$ cat src/boot_params.svh
/*
 * boot loader parameters
 *   word, local and host address widths
 *   burst length and segment span, segment counts
 *   data memory base address, instruction-space host flag
 *   load FIFO depth
 */
`ifndef BOOT_PARAMS_SVH
`define BOOT_PARAMS_SVH

////////////////////
// widths
`define BOOT_DATA_W       32
`define BOOT_ADDR_W       16
`define BOOT_HOST_ADDR_W  64

////////////////////
// segment layout
// one burst fills one segment
`define BOOT_SEG_WORDS    16
`define BOOT_SEG_BYTES    64
`define BOOT_DM_SEGS      4
`define BOOT_IM_SEGS      4

// local byte address of data segment 0
`define BOOT_DM_BASE      16'h1000
// set in host address for instruction fetches
`define BOOT_IM_HOST_BIT  16

// loader to store buffering
`define BOOT_FIFO_DEPTH   4

`endif
$ cat src/boot_pkg.sv
/*
 * boot loader types
 *   host opcode, target memory select, sequencer state
 *   host request and tagged load word structs
 */
`default_nettype none
`include "boot_params.svh"

package boot_pkg;

    // host side opcode, only READ is issued during boot
    typedef enum logic [1:0] {
        IDLE  = 2'b00,
        READ  = 2'b01,
        WRITE = 2'b11
    } host_op_e;

    typedef enum logic {
        MEM_DM = 1'b0,
        MEM_IM = 1'b1
    } mem_sel_e;

    typedef enum logic [1:0] {
        BOOT_IDLE,
        BOOT_REQ,   // request out to host
        BOOT_DATA,  // burst in progress
        BOOT_DONE
    } boot_state_e;

    typedef struct packed {
        host_op_e                     op;
        logic [`BOOT_HOST_ADDR_W-1:0] addr;
    } host_req_t;

    // word headed for local memory
    typedef struct packed {
        mem_sel_e                target;
        logic [`BOOT_ADDR_W-1:0] addr;   // local byte address
        logic [`BOOT_DATA_W-1:0] data;
        logic                    last;   // final word of final segment
    } load_word_t;

endpackage

`default_nettype wire

$ cat src/boot_loader.sv
/*
 * boot loader top level
 *   sequencer -> load FIFO -> store
 */
`timescale 1ns/1ns
`default_nettype none
`include "boot_params.svh"

module boot_loader (
    input  logic                    clk,
    input  logic                    rst_n,
    input  logic                    start,
    output logic                    req_valid,
    output boot_pkg::host_req_t     req,
    input  logic                    req_ready,
    input  logic                    data_valid,
    input  logic [`BOOT_DATA_W-1:0] data,
    output logic                    data_ready,
    input  logic                    rd_en,
    input  boot_pkg::mem_sel_e      rd_sel,
    input  logic [`BOOT_ADDR_W-1:0] rd_addr,
    output logic [`BOOT_DATA_W-1:0] rd_data,
    output logic                    run
);
    import boot_pkg::*;

    load_word_t seq_word;   // sequencer to FIFO
    logic       seq_valid;
    logic       seq_ready;
    load_word_t fifo_word;  // FIFO to store
    logic       fifo_valid;
    logic       fifo_ready;

    boot_sequencer u_seq (
        .clk        (clk),
        .rst_n      (rst_n),
        .start      (start),
        .req_valid  (req_valid),
        .req        (req),
        .req_ready  (req_ready),
        .data_valid (data_valid),
        .data       (data),
        .data_ready (data_ready),
        .out_valid  (seq_valid),
        .out_word   (seq_word),
        .out_ready  (seq_ready)
    );

    load_fifo u_fifo (
        .clk       (clk),
        .rst_n     (rst_n),
        .in_valid  (seq_valid),
        .in_word   (seq_word),
        .in_ready  (seq_ready),
        .out_valid (fifo_valid),
        .out_word  (fifo_word),
        .out_ready (fifo_ready)
    );

    boot_store u_store (
        .clk      (clk),
        .rst_n    (rst_n),
        .in_valid (fifo_valid),
        .in_word  (fifo_word),
        .in_ready (fifo_ready),
        .rd_en    (rd_en),
        .rd_sel   (rd_sel),
        .rd_addr  (rd_addr),
        .rd_data  (rd_data),
        .run      (run)
    );

endmodule

`default_nettype wire

$ cat src/boot_store.sv
/*
 * boot store
 *   data and instruction memories, single port each
 *   load write path, outside read port with priority
 *   run flag, set once the last word is written
 */
`timescale 1ns/1ns
`default_nettype none
`include "boot_params.svh"

module boot_store (
    input  logic                    clk,
    input  logic                    rst_n,
    input  logic                    in_valid,
    input  boot_pkg::load_word_t    in_word,
    output logic                    in_ready,
    input  logic                    rd_en,
    input  boot_pkg::mem_sel_e      rd_sel,
    input  logic [`BOOT_ADDR_W-1:0] rd_addr,
    output logic [`BOOT_DATA_W-1:0] rd_data,
    output logic                    run
);
    import boot_pkg::*;

    localparam int ADDR_W   = `BOOT_ADDR_W;
    localparam int DM_WORDS = `BOOT_SEG_WORDS * `BOOT_DM_SEGS;
    localparam int IM_WORDS = `BOOT_SEG_WORDS * `BOOT_IM_SEGS;
    localparam int DM_IDX_W = $clog2(DM_WORDS);
    localparam int IM_IDX_W = $clog2(IM_WORDS);

    logic [`BOOT_DATA_W-1:0] dm_mem [DM_WORDS];
    logic [`BOOT_DATA_W-1:0] im_mem [IM_WORDS];

    logic              wr_fire;
    logic [ADDR_W-1:0] wr_off;
    logic [ADDR_W-1:0] rd_off;

    // byte offset from the start of the selected memory
    function automatic logic [ADDR_W-1:0] mem_offset(mem_sel_e sel, logic [ADDR_W-1:0] addr);
        logic [ADDR_W-1:0] base;
        base = (sel == MEM_DM) ? ADDR_W'(`BOOT_DM_BASE) : '0;
        return addr - base;
    endfunction

    assign in_ready = !rd_en;  // outside read owns the port
    assign wr_fire  = in_valid && in_ready;
    assign wr_off   = mem_offset(in_word.target, in_word.addr);
    assign rd_off   = mem_offset(rd_sel, rd_addr);

    ////////////////////
    // load writes

    always_ff @(posedge clk) begin
        if (wr_fire && in_word.target == MEM_DM) begin
            dm_mem[wr_off[DM_IDX_W+1:2]] <= in_word.data;
        end
    end

    always_ff @(posedge clk) begin
        if (wr_fire && in_word.target == MEM_IM) begin
            im_mem[wr_off[IM_IDX_W+1:2]] <= in_word.data;
        end
    end

    ////////////////////
    // outside read, data one cycle after rd_en

    always_ff @(posedge clk) begin
        if (rd_en) begin
            if (rd_sel == MEM_DM) begin
                rd_data <= dm_mem[rd_off[DM_IDX_W+1:2]];
            end else begin
                rd_data <= im_mem[rd_off[IM_IDX_W+1:2]];
            end
        end
    end

    // sticky until reset
    always_ff @(posedge clk or negedge rst_n) begin
        if (!rst_n) begin
            run <= 1'b0;
        end else if (wr_fire && in_word.last) begin
            run <= 1'b1;
        end
    end

endmodule

`default_nettype wire

$ cat src/load_fifo.sv
/*
 * load FIFO
 *   circular buffer of tagged load words
 *   valid/ready on both sides, push and pop in one cycle
 */
`timescale 1ns/1ns
`default_nettype none
`include "boot_params.svh"

module load_fifo (
    input  logic                 clk,
    input  logic                 rst_n,
    input  logic                 in_valid,
    input  boot_pkg::load_word_t in_word,
    output logic                 in_ready,
    output logic                 out_valid,
    output boot_pkg::load_word_t out_word,
    input  logic                 out_ready
);
    import boot_pkg::*;

    localparam int DEPTH = `BOOT_FIFO_DEPTH;
    localparam int PTR_W = (DEPTH > 1) ? $clog2(DEPTH) : 1;
    localparam int CNT_W = $clog2(DEPTH + 1);

    load_word_t       buf_mem [DEPTH];
    logic [PTR_W-1:0] wr_ptr;
    logic [PTR_W-1:0] rd_ptr;
    logic [CNT_W-1:0] count;
    logic             push;
    logic             pop;

    assign in_ready  = (count != CNT_W'(DEPTH));  // low only when full
    assign out_valid = (count != '0);
    assign out_word  = buf_mem[rd_ptr];

    assign push = in_valid && in_ready;
    assign pop  = out_valid && out_ready;

    always_ff @(posedge clk) begin
        if (push) begin
            buf_mem[wr_ptr] <= in_word;
        end
    end

    // pointers wrap at depth
    always_ff @(posedge clk or negedge rst_n) begin
        if (!rst_n) begin
            wr_ptr <= '0;
            rd_ptr <= '0;
        end else begin
            if (push) begin
                wr_ptr <= (wr_ptr == PTR_W'(DEPTH - 1)) ? '0 : wr_ptr + 1'b1;
            end
            if (pop) begin
                rd_ptr <= (rd_ptr == PTR_W'(DEPTH - 1)) ? '0 : rd_ptr + 1'b1;
            end
        end
    end

    always_ff @(posedge clk or negedge rst_n) begin
        if (!rst_n) begin
            count <= '0;
        end else if (push && !pop) begin
            count <= count + 1'b1;
        end else if (pop && !push) begin
            count <= count - 1'b1;
        end
    end

endmodule

`default_nettype wire

$ cat src/boot_sequencer.sv
/*
 * boot sequencer
 *   FSM over data segments then instruction segments
 *   one host READ request per segment, fixed length burst back
 *   words tagged with target memory, local byte address, last flag
 */
`timescale 1ns/1ns
`default_nettype none
`include "boot_params.svh"

module boot_sequencer (
    input  logic                    clk,
    input  logic                    rst_n,
    input  logic                    start,
    output logic                    req_valid,
    output boot_pkg::host_req_t     req,
    input  logic                    req_ready,
    input  logic                    data_valid,
    input  logic [`BOOT_DATA_W-1:0] data,
    output logic                    data_ready,
    output logic                    out_valid,
    output boot_pkg::load_word_t    out_word,
    input  logic                    out_ready
);
    import boot_pkg::*;

    localparam int ADDR_W   = `BOOT_ADDR_W;
    localparam int HOST_W   = `BOOT_HOST_ADDR_W;
    localparam int MAX_SEGS = (`BOOT_DM_SEGS > `BOOT_IM_SEGS) ? `BOOT_DM_SEGS : `BOOT_IM_SEGS;
    localparam int SEG_W    = $clog2(MAX_SEGS + 1);
    localparam int WORD_W   = $clog2(`BOOT_SEG_WORDS);

    boot_state_e       state, state_nxt;
    mem_sel_e          target;    // memory being filled
    logic [SEG_W-1:0]  seg_cnt;   // segment within current memory
    logic [WORD_W-1:0] word_cnt;  // word within burst

    logic [ADDR_W-1:0] seg_base;
    logic [HOST_W-1:0] host_addr;
    logic              last_seg;
    logic              last_word;
    logic              word_fire;
    logic              seg_end;

    ////////////////////
    // segment address rule

    assign seg_base = ((target == MEM_DM) ? ADDR_W'(`BOOT_DM_BASE) : '0)
                    + ADDR_W'(seg_cnt) * ADDR_W'(`BOOT_SEG_BYTES);

    always_comb begin
        host_addr = HOST_W'(seg_base);
        if (target == MEM_IM) begin
            host_addr[`BOOT_IM_HOST_BIT] = 1'b1;  // instruction space
        end
    end

    assign last_seg  = (target == MEM_DM) ? (seg_cnt == SEG_W'(`BOOT_DM_SEGS - 1))
                                          : (seg_cnt == SEG_W'(`BOOT_IM_SEGS - 1));
    assign last_word = (word_cnt == WORD_W'(`BOOT_SEG_WORDS - 1));

    ////////////////////
    // host and FIFO handshakes

    assign req_valid  = (state == BOOT_REQ);
    assign req        = '{op: READ, addr: host_addr};  // held while in BOOT_REQ

    assign data_ready = (state == BOOT_DATA) && out_ready;  // FIFO room
    assign out_valid  = (state == BOOT_DATA) && data_valid;
    assign word_fire  = out_valid && out_ready;
    assign seg_end    = word_fire && last_word;

    assign out_word.target = target;
    assign out_word.addr   = seg_base + ADDR_W'({word_cnt, 2'b00});
    assign out_word.data   = data;
    assign out_word.last   = (target == MEM_IM) && last_seg && last_word;

    ////////////////////
    // FSM

    always_comb begin
        state_nxt = state;
        case (state)
            BOOT_IDLE: begin
                if (start) begin
                    state_nxt = BOOT_REQ;
                end
            end
            BOOT_REQ: begin
                if (req_ready) begin
                    state_nxt = BOOT_DATA;
                end
            end
            BOOT_DATA: begin
                if (seg_end) begin
                    // after final instruction segment, loading is over
                    state_nxt = (target == MEM_IM && last_seg) ? BOOT_DONE : BOOT_REQ;
                end
            end
            default: begin
                state_nxt = state;  // done until reset
            end
        endcase
    end

    always_ff @(posedge clk or negedge rst_n) begin
        if (!rst_n) begin
            state <= BOOT_IDLE;
        end else begin
            state <= state_nxt;
        end
    end

    // segment and word counters
    always_ff @(posedge clk or negedge rst_n) begin
        if (!rst_n) begin
            target   <= MEM_DM;
            seg_cnt  <= '0;
            word_cnt <= '0;
        end else if (word_fire) begin
            word_cnt <= last_word ? '0 : word_cnt + 1'b1;
            if (last_word) begin
                if (!last_seg) begin
                    seg_cnt <= seg_cnt + 1'b1;
                end else if (target == MEM_DM) begin
                    target  <= MEM_IM;  // data done, on to instructions
                    seg_cnt <= '0;
                end
            end
        end
    end

endmodule

`default_nettype wire

$ cat config.mk
export PLATFORM = sky130hd
export DESIGN_NAME = boot_loader
export DESIGN_NICKNAME = d
export VERILOG_FILES = /design/src/boot_pkg.sv /design/src/boot_loader.sv /design/src/boot_store.sv /design/src/load_fifo.sv /design/src/boot_sequencer.sv
export VERILOG_INCLUDE_DIRS = /design/src
export SDC_FILE = /design/constraint.sdc
export NUM_CORES = 2
export LEC_CHECK = 0
export BUFFER_PORTS_ARGS = -buffer_cell sky130_fd_sc_hd__buf_2
export CAP_MARGIN = 15
export CORE_ASPECT_RATIO = 2
export CORE_MARGIN = 2
export CORE_UTILIZATION = 45
export DETAILED_ROUTE_END_ITERATION = 10
export PLACE_DENSITY = 0.62
export SYNTH_ARGS = -nofsm -noshare
export SYNTH_HDL_FRONTEND = slang
export SYNTH_MEMORY_MAX_BITS = 65536
export SYNTH_SLANG_ARGS = --single-unit
export TNS_END_PERCENT = 1
$ cat constraint.sdc
create_clock -name clk -period 5.5 [get_ports clk]
set_clock_uncertainty 0.05 [all_clocks]
set_input_delay 0.275 -clock clk [delete_from_list [all_inputs] [get_ports clk]]
set_output_delay 0.275 -clock clk [all_outputs]
set_load 0.02 [all_outputs]
# After elaboration in Yosys (flattened, before gate mapping)
# Memories as Yosys holds them, arrays and structs flattened.
# Cells that the tools add are included.
# totals
regBits	50
mem_bits_rw	4296
input_bits	55
memories	3
# memory_table
name	words	word_bits	read_ports	rd_clocked_by_memory_dff	wr	line	rtl
u_store.dm_mem	64	32	1	0	1	boot_store.sv:31	logic [`BOOT_DATA_W-1:0] dm_mem [DM_WORDS];
u_store.im_mem	64	32	1	0	1	boot_store.sv:32	logic [`BOOT_DATA_W-1:0] im_mem [IM_WORDS];
u_fifo.buf_mem	4	50	1	0	1	load_fifo.sv:26	load_word_t buf_mem [DEPTH];
# classes
n_addsub	10
n_eq_ne	11
mux	21
n_bitwise	1
reduce_logical	22
# ops
operator	n
32-bit two-way mux	1
16-bit by 6-bit adder with 16-bit output	1
16-bit by 9-bit adder with 16-bit output	1
8-bit subtractor (second input constant)	2
13-bit two-way mux	1
1-bit logical AND	12
2-bit two-way mux	6
3-bit two-way mux	4
1-bit two-way mux	7
3-bit by 1-bit adder with 3-bit output (second input constant)	2
2-bit == test (second input constant)	3
2-bit one-hot mux with 3 select lines	1
3-bit AND reduction	2
3-bit nonzero test	2
2-bit by 1-bit adder with 2-bit output (second input constant)	2
4-bit by 1-bit adder with 4-bit output (second input constant)	1
4-bit == test (second input constant)	1
4-bit two-way mux	1
2-bit by 1-bit inequality test with 1-bit output (second input constant)	2
2-bit inequality test (second input constant)	2
4-bit AND reduction	1
3-bit by 2-bit == test with 1-bit output (second input constant)	1
1-bit logical NOT	3
3-bit inequality test (second input constant)	1
5 further kinds	5

# Logic depth before layout (Yosys ltp)
# depth
ltp_word	7
ltp_mapped	11
mapped_depth_nobuf	10

# Modules after synthesis
# A second synthesis with hierarchy kept.
# unflattened
hier_cells	6465
area_unflattened_um2	165777.7
# by_module_without_submodules
module	n_inst	cells_each	area_each_um2	seq_area_each_um2
boot_store	1	5999	156664.0	123983.9
load_fifo	1	299	7716.2	6180.9
boot_sequencer	1	167	1397.6	250.2

# Least setup slack after synthesis
# Ideal clock, no wire load.
# synth_timing
kind	reg-to-reg
startpoint	register u_fifo.rd_ptr[0]
endpoint	memory u_store.im_mem[10][0] in the netlist's numbering (enable)
setup_ns	0.421
arrival_ns	3.524
required_time_ns	5.029
path_slack_ns	1.505
stages_incl_launch_ff	7
period_less_slack_ns	3.995
path_cell_list	dfrtp_1 -> clkbuf_1 -> clkbuf_1 -> mux4_2 -> nor2b_1 -> nand2_1 -> nor2_1
# synth_via
elab_chain_cells	4
elab_cells_between_ends	5
cone_classes	add/sub: 1; mux: 2; reduce/logical: 1; memory: 1
# synth_rtl
element	line	rtl
from (decl)	load_fifo.sv:28	logic [PTR_W-1:0] rd_ptr;
from (signal assigned)	load_fifo.sv:56	rd_ptr <= (rd_ptr == PTR_W'(DEPTH - 1)) ? '0 : rd_ptr + 1'b1;
memory 4 x 50 bit *	n/a	
branches (longest 3 deep; another with 8-bit subtractor)	n/a	
to (decl)	boot_store.sv:32	
# Mark *: on every way between the ends.

# Worst setup path in the final report
# layout_timing
startpoint	register u_fifo.rd_ptr[0]
endpoint	memory u_store.dm_mem[55][26] in the netlist's numbering (enable)
# layout_via
elab_chain_cells	5
elab_cells_between_ends	6
cone_classes	add/sub: 1; mux: 2; bitwise: 1; reduce/logical: 1; memory: 1
# layout_rtl
element	line
memory 4 x 50 bit *	n/a
branches (longest 4 deep; another with 8-bit subtractor)	n/a
to (decl)	boot_store.sv:31
# Marks and branches as above.

==> metrics.cfg <==
[outcome]
outcome = finished, final reports clean

[yosys]
synth_xor_xnor_area_share_pct = 0.02139
yosys.area_share.adder_pct = 0.1039
ys_seq_elements = 4306
synth_area_per_cell_um2 = 25.77
muxShareOfSynthArea_pct = 19.28
postSynthCellCount = 6356
synth-simple-area-share_pct = 0.4996
synth-compound-area-share_pct = 0.05271
synth_top_family_by_area = multiplexers
yosysWarnings = 0
yosysSeqAreaShare_pct = 78.89
yosys.cell_types.count = 39
synth_area_um2 = 163800

[timing]
finalCriticalPeriod_ps = 4177
fin_tns_setup_ps = 0
fmax_mhz = 239.4
fin_crit_sh_pct = 75.95
finalHoldViolCount = 0
setup_violations = 0
rsz0062_at_grt = false
maxSlewViolCount = 0
setup_slack_ps = 1323
worst_slew_pin_slew_ps = 1343
relSlewSlack_pct = 10.48

[clock_tree]
postCtsSetupBuffers = 0
clkTransAtPathRegs_ps = 70
clockBufferDepth = 4
htreeDepth = 5
clk_latency_ps = 920
cts_tree = done
cts_root_buffer = clkbuf_16
cts_sinks = 4306
numCtsBuffers = 350

[floorplanning]
start_util_pct = 45.17
die_h_um = 857.2
die_x_um = 430.6
rows = 313
die_area_um2 = 369100
pin_count = 156
core_um2 = 362600

[finish]
fin_area_um2 = 184800
seq_area_um2 = 129200
drive_gt1_share_pct = 34.63
post-route-util_pct = 50.95
fin_nets = 6876
multi_input_area_um2 = 33980
syn_to_final_growth_pct = 12.81
fillers = 27891

[placement]
dp_hpwl_mm = 251.6
placed_cell_area_um2 = 172500
portBuffers = 84
place_ws_ps = 1333
gp_congestion = 0.8155

[drt]
wire_per_inst_um = 35.28
finalWirelength_mm = 426.2
firstDrtPassIters = 7
drc = 0
detail_route.vias_per_cell = 5.976
drtAntennaViolNets = 0
vias = 72196
drt_iter0_markers = 7835

[global_routing]
grt_pass1_vias = 75807
antenna_found_initial = 65
grt_pass1_wl_mm = 590.3
grt_usage_pct = 23.02
grt_max_degree = 129
grt-ovfl-total = 0

[power_and_ir_drop]
p_sw_share_pct = 24.87
p_leak_uw = 0.05624
pwr-share-clk_pct = 33.5
seqPwrFrac_pct = 54.6
p_comb_share_pct = 11.9
switchingPower_uw = 18660
peakVddDrop_v = 0.0004293
p_per_area_nw_per_um2 = 406.1
internal-power_uw = 56380

[worst_hold_path]
holdCritPathClass = input pin to register
min_path_cells = 2

[worst_setup_path]
end_kind = register
worstPathMaxFanout = 24
crit_path_start_kind = register
worst-setup-path-type = register to register
worst_ep_arrival_time_ps = 4640
crit_required_ps = 5960
reg2reg_depth = 5

[flow_run]
cap_viol_max_count = 0

==> layer usage <==
layer / track usage, % / wire length, µm / vias to the layer above
li1: - / - / 28765
met1: 26.65 / 146800 / 40149
met2: 41.61 / 232300 / 2693
met3: 2.239 / 20990 / 583
met4: 13.31 / 26050 / 6
met5: 0 / 45 / -
==> worst paths after layout <==
kind,startpoint,end,slack (ps)
setup / recovery,u_fifo.rd_ptr[0],u_store.dm_mem[55][26],1320
min in group asynchronous,rst_n,u_seq.state[1],490
setup reg to reg,u_fifo.rd_ptr[0],u_store.dm_mem[55][26],1320
hold reg to reg,u_fifo.count[2],u_fifo.count[2],440
max in group asynchronous,rst_n,u_fifo.rd_ptr[0],4290
hold / removal,data[9],u_fifo.buf_mem[2][10],70
==> cells in the mapped netlist <==
library cell	count	area, µm²
fa_1	1	20.02
a21boi_0	1	7.510
nand4_1	1	6.260
buf_4	69	518.0
mux4_2	1384	31170
ha_1	12	150.1
nand3_1	3	15.01
a32o_1	1	10.01
dfrtp_1	18	450.4
a21o_1	3	22.52
o31ai_1	1	7.510
or3_1	2	12.51
nor4b_1	2	17.52
buf_1	43	161.4
nand2b_1	2	12.51
nor4_1	2	12.51
nand3b_1	2	15.01
nor3_1	2	10.01
buf_6	2	22.52
xnor2_1	2	17.52
conb_1	2	7.510
a221oi_1	1	8.760
mux2_2	34	382.9
buf_2	83	415.4
o21ai_0	5	25.02
nor4bb_1	1	10.01
nor2b_1	5	31.28
clkbuf_1	193	724.4
nor2_1	133	499.2
and2_1	6	37.54
mux2i_1	2	20.02
xor2_1	2	17.52
a21oi_1	1	5.000
nand2_1	31	116.4
edfxtp_1	4288	128800
or3b_2	1	8.760
nor3b_1	1	7.510
inv_1	13	48.80
and3_1	1	6.260
==> power groups by stage <==
stage                     sequential [µW]  combinational [µW]  clock [µW]
after floorplan                     41800                4330           0
after global placement              41700                8470           0
after detailed placement            41700                9000           0
after CTS                           41000                9010       25500
after global routing                41000                9380       26600
final                               41000                8900       25100
==> state kept, by name, indices dropped and copies added, names as in the netlist <==
signal	cells
u_store.dm_mem	2048
u_store.im_mem	2048
u_fifo.buf_mem	160
u_store.rd_data	32
u_seq.word_cnt	4
u_fifo.count	3
u_seq.seg_cnt	3
u_fifo.rd_ptr	2
u_fifo.wr_ptr	2
u_seq.state	2
u_seq.target	1
u_store.run	1
==> layout make-up <==
class	instances	share of cell area [%]
antenna	280	0.3792
clock buffer	423	5.031
clock inverter	198	1.014
inverter	13	0.02641
multi-input combinational	1706	18.39
sequential	4306	69.93
tap	4725	3.200
timing repair buffer	431	2.029
==> stage by stage <==
stage | instances | hold WS (ps) | total power [µW]
2_1_floorplan | 6415 | -70.59 | 46120
3_3_place_gp | 11138 | 177.9 | 50160
3_5_place_dp | 11138 | 195.1 | 50720
4_1_cts | 11802 | 1.667 | 75510
5_1_grt | 12073 | 54.52 | 76970
6_report | 12082 | 66.23 | 75040
==> layout by cell type (no fill, tap or decap), types with 4 or more instances in the layout <==
master            n
nor2_1            5
nand2_1          28
diode_2         280
clkbuf_8          5
nor2_4          128
buf_2            78
clkinvlp_4       20
and2_2            4
ha_1             12
clkinv_4          7
dfrtp_1          16
o21ai_0           5
conb_1           61
clkinv_2         69
mux2_2           34
clkbuf_1         58
clkbuf_16       360
buf_4           260
nor2b_1           5
dlygate4sd3_1    43
mux4_4           32
inv_6             6
bufinv_16        33
mux4_2         1352
clkinv_1         60
inv_1            13
buf_12           46
edfxtp_1       4288
==> kinds of logic after synthesis <==
group	Yosys count
AOI/OAI and AO/OA	13
buffers and inverters	403
other	2
muxes	1420
adders and majority gates	13
and+or+nand+nor	195
xor gates and xnor gates	4
DFF	4306
==> critical path, cell delays in order, from the launching register on <==
cell and delay [ps]:
dfrtp_2 610, mux4_2 680, nor2b_1 400, nand2_1 780, nor2_4 660, buf_4 530
==> timing repair <==
item                                    in CTS  in global routing
gates resized for setup                      0                  0
endpoints found under the setup margin       0                  0
hold buffers                                43                  0
hold endpoints to repair                   158                  0
Note: power is estimated with default switching activity, not from simulation.
